$ cat src/psoc_audio_pkg.sv
// Audio peripheral shared definitions
// Sample pair type, register map and control bit positions

package psoc_audio_pkg;

    // One channel sample, two's complement
    localparam int SAMPLE_BITS = 24;

    // Stereo pair as stored in the FIFO, left in the upper half
    typedef struct packed {
        logic [SAMPLE_BITS-1:0] left;
        logic [SAMPLE_BITS-1:0] right;
    } sample_pair_t;

    // Register word offsets, low 5 address bits decoded
    localparam logic [4:0] REG_CTRL   = 5'h00;
    localparam logic [4:0] REG_STATUS = 5'h04;
    localparam logic [4:0] REG_THRESH = 5'h08;
    localparam logic [4:0] REG_LEFT   = 5'h0c;
    localparam logic [4:0] REG_RIGHT  = 5'h10;

    // CTRL bit positions
    localparam int CTRL_I2S_EN   = 0;
    localparam int CTRL_DAC_EN   = 1;
    localparam int CTRL_DAC_MODE = 2;
    localparam int CTRL_SW_RST   = 3;

    // FIFO low threshold after reset
    localparam int THRESH_RESET = 16;

endpackage

$ cat src/i2s_master.sv
// I2S master transmitter
// Generates MCLK, SCLK and LRCLK and sends one 24-bit pair per 64-bit frame

`timescale 1ns/1ps

module i2s_master (
    input  logic                         clk,
    input  logic                         rst_i,
    input  logic                         enable_i,
    input  logic                         mclk_en_i,
    input  logic                         sclk_en_i,
    input  psoc_audio_pkg::sample_pair_t fifo_data_i,
    input  logic                         fifo_empty_i,
    output logic                         fifo_rd_o,
    output logic                         mclk_o,
    output logic                         sclk_o,
    output logic                         lrclk_o,
    output logic                         sdata_o
);

    import psoc_audio_pkg::*;

    logic                     mclk_q;
    logic                     sclk_q;
    logic                     lrclk_q;
    logic                     sdata_q;
    // Counts falling sclk edges within the frame
    logic [5:0]               bit_cnt_q;
    logic [5:0]               bit_cnt_next;
    logic [4:0]               slot;
    logic                     sclk_fall;
    logic                     frame_start;
    logic                     data_slot;
    logic [2*SAMPLE_BITS-1:0] shift_q;

    assign sclk_fall    = enable_i && sclk_en_i && sclk_q;
    assign bit_cnt_next = bit_cnt_q + 6'd1;
    assign slot         = bit_cnt_next[4:0];
    assign frame_start  = sclk_fall && (bit_cnt_next == '0);

    // Slot 0 of each half is the one-bit delay after LRCLK
    assign data_slot = (slot != '0) && (slot <= SAMPLE_BITS);

    // Pop together with the load at frame start
    assign fifo_rd_o = frame_start && !fifo_empty_i;

    always_ff @(posedge clk) begin
        if (rst_i || !enable_i) begin
            mclk_q    <= 1'b0;
            sclk_q    <= 1'b0;
            lrclk_q   <= 1'b0;
            sdata_q   <= 1'b0;
            bit_cnt_q <= '1;
        end else begin
            if (mclk_en_i) begin
                mclk_q <= ~mclk_q;
            end
            if (sclk_en_i) begin
                sclk_q <= ~sclk_q;
            end
            // LRCLK and data change on the falling sclk edge
            if (sclk_fall) begin
                bit_cnt_q <= bit_cnt_next;
                lrclk_q   <= bit_cnt_next[5];
                if (data_slot) begin
                    sdata_q <= shift_q[2*SAMPLE_BITS-1];
                end else begin
                    sdata_q <= 1'b0;
                end
            end
        end
    end

    // Left bits shift out first, then right
    always_ff @(posedge clk) begin
        if (frame_start) begin
            shift_q <= fifo_empty_i ? '0 : fifo_data_i;
        end else if (sclk_fall && data_slot) begin
            shift_q <= {shift_q[2*SAMPLE_BITS-2:0], 1'b0};
        end
    end

    assign mclk_o  = mclk_q;
    assign sclk_o  = sclk_q;
    assign lrclk_o = lrclk_q;
    assign sdata_o = sdata_q;

endmodule

$ cat config.mk
export PLATFORM = sky130hd
export DESIGN_NAME = i2s_master
export DESIGN_NICKNAME = d
export VERILOG_FILES = /design/src/psoc_audio_pkg.sv /design/src/i2s_master.sv
export SDC_FILE = /design/constraint.sdc
export NUM_CORES = 1
export LEC_CHECK = 0
export BUFFER_PORTS_ARGS = -buffer_cell sky130_fd_sc_hd__buf_2
export CORE_MARGIN = 3
export CORE_UTILIZATION = 55
export CTS_CLUSTER_DIAMETER = 50
export DETAILED_ROUTE_END_ITERATION = 8
export PLACE_DENSITY = 0.8
export SYNTH_ARGS = -nofsm -noshare
export SYNTH_HDL_FRONTEND = slang
export SYNTH_SLANG_ARGS = --single-unit
export TNS_END_PERCENT = 10
$ cat constraint.sdc
create_clock -name clk -period 9.93 [get_ports clk]
set_input_delay 0 -clock clk [delete_from_list [all_inputs] [get_ports clk]]
set_output_delay 0 -clock clk [all_outputs]
set_load 0.005 [all_outputs]
==> summary.md, run 1 <==
| Metric | Value |
|---|---|
| Initial Util | 59.5% |
| Crit share post-route | 28.9% |
| Vias per cell | 5.13 |
| Top cell type's share of synthesized area | 49.0% |
| Max Clock Skew | 0.00726 ns |
| CP endpoint | shift_q[12]$_DFFE_PP_ |
| Layout area overhead | 17.8% |
| Number of global-route vias before repair | 1803 |
| Antenna-violating nets left | 0 |
| Core area | 4940 um2 |
| Diode count | 0 |
| Prevailing post-synth register cell | edfxtp_1 |
| CP startpoint kind | register |
| Buf/Inv on CP | 0 |
| Die height | 79.1 um |
| Post-Syn Nets | 280 |
| Worst path slowest cell | or4_2 |
| Pwr Density | 139 nW/um2 |
| Initial antenna violation count | 0 |
| Post-synthesis sequential area ratio | 55.8% |
| GP Congestion | 0.895 |
| Die width | 79.1 um |
| Switching part of the total power | 22.2% |
| Clock root buffer | clkbuf_8 |
| Crit-path leading delay family | simple AND/OR/NAND/NOR gates |
| Min Tclk post-route | 2.87 ns |
| First-pass GRT wire length | 8.38 mm |
| Die area | 6260 um2 |
| Dpl hpwl | 3.21 mm |
| Min Hold Slack | 0.0486 ns |
| Worst skew pair latency | 0.34 ns |
| CP peak stage delay | 1.09 ns |
| CTS sink cnt | 58 |
| Clock-pin transition on the worst setup and hold timing paths | 0.06 ns |
| Register-to-Register Setup Slack | 7.06 ns |
| Post-CTS Setup Bufs | 0 |
| Synth area leaders | edfxtp_1, mux2_2, nor2b_1, dfxtp_1, mux2_4 |
| Crit-path max FO | 49 |
| Critical Path Stages | 5 |
| Drt wl/cell | 14.1 um |
| Yosys cell types | 34 |
| Mean post-synth cell area | 13.1 um2 |
| Maxcap violations | 0 |
| H-tree lvl count | 3 |
| CP Data Required Time | 10.01 ns |
| Relative slew slack | 25.2% |
| Gr ovfl total | 0 |
| Static Leak | 1.34 nW |
| Yosys reg bits | 58 |
| Setup CP Type | reg2reg |
| First-iteration detailed-routing DRC count | 72 |
| Row cnt | 25 |
| Max-slew violations | 0 |
| Routed WL | 5.04 mm |
| Io pins | 59 |
| CP Cell Sequence | ha_1 -> and3_1 -> o21ai_1 -> or4_2 -> mux2_2 |
| Ys async rst share | 0% |
| Final hold vios | 0 |
| Unrepaired setup endpoints after global routing | no |
| Clock share of power | 36.3% |
| Critical Path End Type | register |
| Post-synth EDFFs | 48 |
| Psw | 0.107 mW |
| Design area | 3460 um2 |
| Placed cell count | 334 |
| Post-Synthesis Cells | 224 |
| Total power | 0.482 mW |
| Critical path origin | bit_cnt_q[0]$_SDFFE_PP1P_ |
| Internal Power | 0.375 mW |
| Hold Crit Class | in2reg |
| Area leader, netlist | edfxtp_1 |
| Maximum root-to-sink buffer count | 2 |
| Largest net degree at the start of global routing | 50 |
| VDD IR max | 0.0870 mV |
| Worst reg2reg path endpoint | shift_q[12]$_DFFE_PP_ |
| CTS buffer count | 9 |
| Worst R2R Path Depth | 5 |
| Status | finished clean |
| Share of power burned in combinational logic | 8.4% |
| Flop pwr share | 55.3% |
| Synth cell count leaders | nor2b_1, edfxtp_1, mux2_2 |
| Nets@finish | 341 |
| Setup TNS Final | 0 ns |
| Fmax | 349 MHz |
| DR vias | 1833 |
| PortBufs | 58 |
| GRT Util Overall | 18.2% |
| R2r startpoint | bit_cnt_q[0]$_SDFFE_PP1P_ |
| TritonCTS clock tree | built |
| WP data arrival | 2.95 ns |
| Mapped cell area | 2940 um2 |
| Worst slew pin tran | 1.12 ns |
| Drt first pass iters | 4 |
| Non-Filler Instances | 357 |
| DRC Markers | 0 |
| Area after DPL | 3240 um2 |
| Final number of setup-violating endpoints | 0 |
| Synth Warn # | 0 |
| Top-count cell post-synth | nor2b_1 |
| Layout cells sized above 1 | 41.4% |
[final cells by class]
type	count	area, um2
flip-flops and latches	58	1640
fillers	380	1480
multi-input cells	149	1210
repair buffers	66	368
clock buffers	11	131
well taps	67	83.8
clock inverters	5	21.3
inverters	1	3.75
[kinds of logic after synthesis]
group / share of synthesized area (%)
AO/OA/AOI/OAI: 1.87
XOR/XNOR: 3.28
adder cells (fa/ha/maj): 0.851
buffers and inverters: 3.28
flip-flops: 55.8
multiplexers: 19.4
AND/OR/NAND/NOR: 15.5
[per-layer routing]
| layer | GRT usage, % | vias up | share of wire (%) |
|---|---|---|---|
| li1 | - | 910 | - |
| met4 | 8.76 | 0 | 2.0 |
| met2 | 26.4 | 50 | 47 |
| met1 | 23.0 | 860 | 45 |
| met3 | 8.16 | 13 | 6.4 |
| met5 | 0 | - | 0 |
[flip-flops by register name, summed over array words and instances (netlist names)]
signal,count
lrclk_o,1
mclk_o,1
sdata_o,1
sclk_o,1
shift_q,48
bit_cnt_q,6
[placed cells by master (no fill, tap or decap)]
cell type	n
clkinv_2	2
and2_1	1
and3_1	1
nand2_1	12
buf_4	1
inv_1	1
a21oi_1	1
nand3_2	1
xor2_1	3
xnor2_1	8
dfxtp_1	10
clkinv_1	3
clkbuf_1	2
nand4bb_1	1
o21bai_1	1
o21ai_0	2
clkbuf_8	9
o22ai_1	1
a21oi_4	1
nor2b_1	49
edfxtp_1	48
a22oi_1	1
ha_1	2
or4_2	1
buf_2	58
nor2_1	5
a311oi_1	1
nand4_1	1
nand2b_1	1
nand3_1	4
o21ai_1	1
mux2_4	8
nor3_1	1
dlygate4sd3_1	7
mux2_2	39
nor3b_1	1
mux2i_1	1
[power groups by stage]
| stage | clock [mW] | sequential, mW | combinational [mW] |
|---|---|---|---|
| global placement | 0 | 0.272 | 0.0382 |
| CTS | 0.180 | 0.267 | 0.0411 |
| global route | 0.192 | 0.267 | 0.0459 |
| floorplan | 0 | 0.272 | 0.0251 |
| detailed placement | 0 | 0.272 | 0.0390 |
| finish | 0.175 | 0.267 | 0.0406 |
[metrics by stage]
step | worst slack [ns] | util [%]
after detailed placement | 7.07 | 65.6
after CTS | 7.06 | 70.1
after global routing | 6.82 | 70.1
after floorplan | 6.05 | -
final | 7.06 | 70.1
after global placement | 7.09 | 65.6
[worst min-delay path by stage]
stage	from	endpoint	slack [ns]	cells past startpoint
3_5_place_dp	enable_i	lrclk_o$_SDFFE_PP0P_	0.25	2
2_1_floorplan	enable_i	lrclk_o$_SDFFE_PP0P_	0.11	1
3_3_place_gp	mclk_en_i	mclk_o$_SDFFE_PP0P_	0.25	3
6_report	fifo_data_i[0]	shift_q[0]$_SDFFCE_PN0P_	0.05	2
4_1_cts	fifo_data_i[0]	shift_q[0]$_SDFFCE_PN0P_	0.04	2
5_1_grt	fifo_data_i[0]	shift_q[0]$_SDFFCE_PN0P_	0.03	2
[worst register-to-register path: cells and delay by family (launching register included)]
family | cells | cell delay, ns
adder cells (fa/ha/maj) | 1 | 0.31
AO/OA/AOI/OAI | 1 | 0.10
flip-flops | 1 | 0.41
AND/OR/NAND/NOR | 2 | 1.28
multiplexers | 1 | 0.51
[repair_timing]
item	4_1_cts	5_1_grt
gates resized for setup	0	0
hold buffers	7	0
hold endpoints to repair	9	0
Note: power is estimated with default switching activity, not from simulation.
==> inputs of run 2 (changes only) <==
- CORE_UTILIZATION: 55 -> 49
- PLACE_DENSITY: 0.8 -> 0.75
- clock period: 9.93 -> 2.59 ns (I/O delays scaled with it)
==> summary.md, run 2 (synthesized netlist as in run 1, its figures left out) <==
| Metric | Value |
|---|---|
| Status | finished clean |
| Crit-path leading delay family | simple AND/OR/NAND/NOR gates |
| Hold Crit Class | in2reg |
| CP Cell Sequence | ha_1 -> and3_1 -> o21ai_1 -> or4_2 -> buf_12 -> mux2_4 |
| Max Clock Skew | 0.00851 ns |
| CP peak stage delay | 0.59 ns |
| WP data arrival | 2.46 ns |
| GRT Util Overall | 15.0% |
| Setup CP Type | reg2reg |
| Core area | 5640 um2 |
| Fillers | 460 |
| Maximum root-to-sink buffer count | 2 |
| First-pass GRT wire length | 8.29 mm |
| Vias per cell | 5.03 |
| Most frequent cells in the layout | buf_2, nor2b_1, edfxtp_1 |
| CTS sink cnt | 58 |
| H-tree lvl count | 3 |
| Critical Path End Type | register |
| Die width | 83.5 um |
| Relative slew slack | 45.9% |
| Max FFs per register | 48 |
| Gr ovfl total | 0 |
| Maxcap violations | 0 |
| Final worst slack | 0.202 ns |
| CP Data Required Time | 2.66 ns |
| Area after DPL | 3290 um2 |
| Nets@finish | 340 |
| Row cnt | 27 |
| Worst skew pair latency | 0.32 ns |
| Setup TNS Final | 0 ns |
| First-iteration detailed-routing DRC count | 71 |
| Worst path slowest cell | or4_2 |
| GP Congestion | 0.829 |
| Unrepaired setup endpoints after global routing | no |
| TritonCTS clock tree | built |
| CTS buffer count | 9 |
| Fmax | 419 MHz |
| Largest regs | shift_q x48, bit_cnt_q x6 |
| Clock root buffer | clkbuf_8 |
| Reg with most FFs | shift_q |
| Clock-pin transition on the worst setup and hold timing paths | 0.06 ns |
| Die area | 6970 um2 |
| Initial antenna violation count | 0 |
| Commonest non-fill, non-tap cell in the layout | buf_2 |
| Initial Util | 52.1% |
| Drt wl/cell | 13.3 um |
| Pre-CTS WS | 0.212 ns |
| VDD IR max | 0.322 mV |
| Largest net degree at the start of global routing | 50 |
| Buf/Inv on CP | 1 |
| DR vias | 1815 |
| Number of global-route vias before repair | 1809 |
| Crit-path max FO | 49 |
| Design area | 3510 um2 |
| Die height | 83.5 um |
| Layout cells sized above 1 | 42.6% |
| Diode count | 0 |
| Pwr Density | 555 nW/um2 |
| DRC Markers | 0 |
| Final number of setup-violating endpoints | 0 |
| Multi-input gate area | 1210 um2 |
| Max-slew violations | 0 |
| Post-CTS sizing | 0 |
| PortBufs | 58 |
| Min Tclk post-route | 2.39 ns |
| Worst slew pin tran | 0.812 ns |
| Io pins | 59 |
| Register area | 1640 um2 |
| Layout area overhead | 19.3% |
| Routed WL | 4.82 mm |
| Crit share post-route | 92.2% |
| CP startpoint kind | register |
| Dpl hpwl | 3.18 mm |
| Final hold vios | 0 |
| Static Leak | 1.35 nW |
| Drt first pass iters | 4 |
| Antenna-violating nets left | 0 |
## run 2: routing by layer
metal  wire length [um]  GRT usage (%)  vias up
met5                  0              0        -
met4                 25           4.39        0
met3                311           6.42        2
met2               2290           23.3       51
met1               2180           19.1      853
li1                   -              -      909
## run 2: final cells by class
type | count | share of cell area, %
Clock buffer | 13 | 3.96
Clock inverter | 3 | 1.14
Inverter | 1 | 0.107
Multi-Input combinational cell | 149 | 34.6
Sequential cell | 58 | 46.8
Tap cell | 72 | 2.57
Timing Repair Buffer | 65 | 10.8
## run 2: worst paths after layout
check	cells after the start	from	slack, ns	end
worst max register to register	6	bit_cnt_q[0]$_SDFFE_PP1P_	0.20	shift_q[36]$_DFFE_PP_
worst max-delay path	6	bit_cnt_q[0]$_SDFFE_PP1P_	0.20	shift_q[36]$_DFFE_PP_
worst min register to register	2	sdata_o$_SDFFE_PP0P_	0.48	sdata_o$_SDFFE_PP0P_
worst min-delay path	2	fifo_data_i[0]	0.04	shift_q[0]$_SDFFCE_PN0P_
## run 2: repair_timing
item | in CTS | in global routing
hold buffers | 4 | 0
setup endpoints to repair | 0 | 0
buffers inserted | 0 | 0
hold endpoints to repair | 9 | 0
## run 2: worst register-to-register path: stages, from the launching register on
cell and delay [ns]:
dfxtp_1 0.41, ha_1 0.30, and3_1 0.19, o21ai_1 0.09, or4_2 0.59, buf_12 0.23, mux2_4 0.34
## run 2: power breakdown
group / switching, mW / internal [mW]
logic: 0.0666 / 0.0883
registers: 0.00625 / 1.02
clock network: 0.327 / 0.443
## run 2: metrics by stage
| stage | utilization (%) | instances | power (mW) | hold slack [ns] |
|---|---|---|---|---|
| 2_1_floorplan | - | 224 | 1.14 | 0.109 |
| 3_3_place_gp | 58.3 | 341 | 1.19 | 0.248 |
| 3_5_place_dp | 58.3 | 341 | 1.19 | 0.253 |
| 4_1_cts | 62.2 | 361 | 1.97 | 0.0325 |
| 5_1_grt | 62.2 | 361 | 2.03 | 0.0368 |
| 6_report | 62.2 | 361 | 1.95 | 0.0373 |
==> inputs of run 3 (changes only) <==
- ABC_AREA: unset -> 1
- CORE_UTILIZATION: 49 -> 48
==> summary.md, run 3 <==
| Metric | Value |
|---|---|
| Clock-pin transition on the worst setup and hold timing paths | 0.08 ns |
| Drt wl/cell | 12.2 um |
| Worst skew pair latency | 0.34 ns |
| Clock root buffer | clkbuf_8 |
| Maxcap violations | 0 |
| CTS sink cnt | 58 |
| Yosys cell types | 21 |
| Static Leak | 1.49 nW |
| Unrepaired setup endpoints after global routing | no |
| Diode count | 0 |
| Largest net degree at the start of global routing | 97 |
| Layout area overhead | 25.0% |
| Status | finished clean |
| Prevailing post-synth register cell | edfxtp_1 |
| Fmax | 464 MHz |
| PortBufs | 58 |
| Most frequent cells in the layout | nand2_1, buf_2, edfxtp_1 |
| Die width | 80.7 um |
| Drt first pass iters | 4 |
| Pwr Density | 646 nW/um2 |
| DRC Markers | 0 |
| Final number of setup-violating endpoints | 0 |
| Yosys reg bits | 58 |
| Hold EP | shift_q[18]$_DFFE_PP_ |
| Total power | 2.16 mW |
| Mean post-synth cell area | 9.51 um2 |
| Synth Warn # | 0 |
| Post-Syn Nets | 338 |
| TritonCTS clock tree | built |
| Mapped cell area | 2680 um2 |
| Maximum root-to-sink buffer count | 2 |
| Max Clock Skew | 0.0144 ns |
| Row cnt | 26 |
| Setup TNS Final | 0 ns |
| GP Congestion | 0.850 |
| Die area | 6520 um2 |
| Core area | 5270 um2 |
| Dpl hpwl | 3.16 mm |
| Post-CTS sizing | 0 |
| Critical Path End Type | output port |
| CP peak stage delay | 0.43 ns |
| Post-synthesis sequential area ratio | 61.2% |
| Register-to-Register Setup Slack | 0.50 ns |
| DR vias | 2071 |
| Routed WL | 5.16 mm |
| Crit share post-route | 83.2% |
| Initial Util | 50.9% |
| Gr ovfl total | 0 |
| Io pins | 59 |
| Hold Crit Class | in2reg |
| First-pass GRT wire length | 8.34 mm |
| CP Cell Sequence | ha_1 -> nand3_1 -> nand2_1 -> nand2_1 -> nor2_2 -> nand2_2 -> nor2_2 -> nand2_4 -> buf_12 -> nor2_1 -> buf_2 |
| H-tree lvl count | 3 |
| Post-synth EDFFs | 48 |
| Vias per cell | 4.90 |
| Buf/Inv on CP | 2 |
| VDD IR max | 0.397 mV |
| Max-slew violations | 0 |
| WP data arrival | 2.15 ns |
| Reg with most FFs | shift_q |
| Largest regs | shift_q x48, bit_cnt_q x6 |
| Initial antenna violation count | 0 |
| Number of global-route vias before repair | 1879 |
| Area leader, netlist | edfxtp_1 |
| CP startpoint kind | register |
| Crit-path max FO | 96 |
| Hold_sp | fifo_data_i[18] |
| Commonest non-fill, non-tap cell in the layout | nand2_1 |
| Max FFs per register | 48 |
| Final hold vios | 0 |
| CP Data Required Time | 2.59 ns |
| Die height | 80.7 um |
| Worst path slowest cell | dfxtp_1 |
| CTS buffer count | 9 |
| Crit-path leading delay family | simple AND/OR/NAND/NOR gates |
| Synth area leaders | edfxtp_1, nand2_1, dfxtp_1, o21ai_1, o21ai_0 |
| Hold Crit Depth | 3 |
| Nets@finish | 404 |
| Relative slew slack | 70.0% |
| First-iteration detailed-routing DRC count | 138 |
| R2r startpoint | bit_cnt_q[0]$_SDFFE_PP1P_ |
| Min Tclk post-route | 2.15 ns |
| Worst reg2reg path endpoint | shift_q[31]$_DFFE_PP_ |
| Setup CP Type | reg2out |
| Top cell type's share of synthesized area | 53.8% |
| Worst slew pin tran | 0.451 ns |
| Top-count cell post-synth | nand2_1 |
| Layout cells sized above 1 | 26.3% |
| Antenna-violating nets left | 0 |
| Worst R2R Path Depth | 10 |
| Ys async rst share | 0% |
| Post-Synthesis Cells | 282 |
| Synth cell count leaders | nand2_1, edfxtp_1, o21ai_1 |
| GRT Util Overall | 17.2% |
==> run 3: cells by family (layout without fill, tap and decap cells) <==
kind of cell	after synthesis	after routing	share of synthesized area (%)
AO/OA/AOI/OAI	58	58	11.0
XOR/XNOR	1	1	0.327
adder cells (fa/ha/maj)	2	2	0.933
buffers and inverters	28	99	5.23
flip-flops	58	58	61.2
AND/OR/NAND/NOR	135	135	21.3
==> run 3: through the flow <==
step	cell area, um2	util (%)	hold WS [ns]	setup WS, ns	cells
floorplan	2680	-	0.0311	0.268	282
global placement	3030	57.4	0.248	0.597	398
detailed placement	3030	57.4	0.261	0.519	398
CTS	3350	63.6	0.000524	0.436	423
global route	3350	63.6	0.00539	0.156	423
finish	3350	63.6	0.00874	0.435	423
==> run 3: layout make-up <==
| type | count | area, um2 |
|---|---|---|
| Multi-Input combinational cell | 196 | 907 |
| Fill cell | 429 | 1920 |
| Tap cell | 70 | 87.6 |
| Timing Repair Buffer | 71 | 435 |
| Inverter | 12 | 45.0 |
| Sequential cell | 58 | 1640 |
| Clock inverter | 5 | 103 |
| Clock buffer | 11 | 131 |
==> run 3: per-layer routing <==
metal / global-route usage [%] / part of all wire, % / vias to the layer above
met2: 26.1 / 47 / 47
met4: 7.43 / 1.8 / 0
met5: 0 / 0 / -
met1: 22.4 / 47 / 930
li1: - / - / 1085
met3: 6.21 / 4.6 / 9
==> run 3: worst max path at each step <==
stage / startpoint / cells after the start / to
floorplan: bit_cnt_q[0]$_SDFFE_PP1P_ / 10 / shift_q[0]$_SDFFCE_PN0P_
CTS: bit_cnt_q[0]$_SDFFE_PP1P_ / 11 / fifo_rd_o
global route: bit_cnt_q[0]$_SDFFE_PP1P_ / 11 / fifo_rd_o
detailed placement: bit_cnt_q[0]$_SDFFE_PP1P_ / 10 / shift_q[37]$_DFFE_PP_
global placement: bit_cnt_q[0]$_SDFFE_PP1P_ / 10 / shift_q[6]$_DFFE_PP_
finish: bit_cnt_q[0]$_SDFFE_PP1P_ / 11 / fifo_rd_o
==> run 3: timing repair <==
action,4_1_cts,5_1_grt
setup endpoints to repair,0,0
endpoints found under the hold margin,11,0
setup buffers,0,0
hold buffers,9,0
==> run 3: where the power goes <==
group | internal, mW | switching (mW) | leakage, nW
Clock | 0.638 | 0.358 | 0.114
Combinational | 0.0663 | 0.0756 | 0.856
Sequential | 1.02 | 0.00557 | 0.519
==> run 3: tightest hold or removal path, cell delays in order <==
cell and delay (ns):
buf_2 0.08, nand2_1 0.04, o21ai_1 0.12
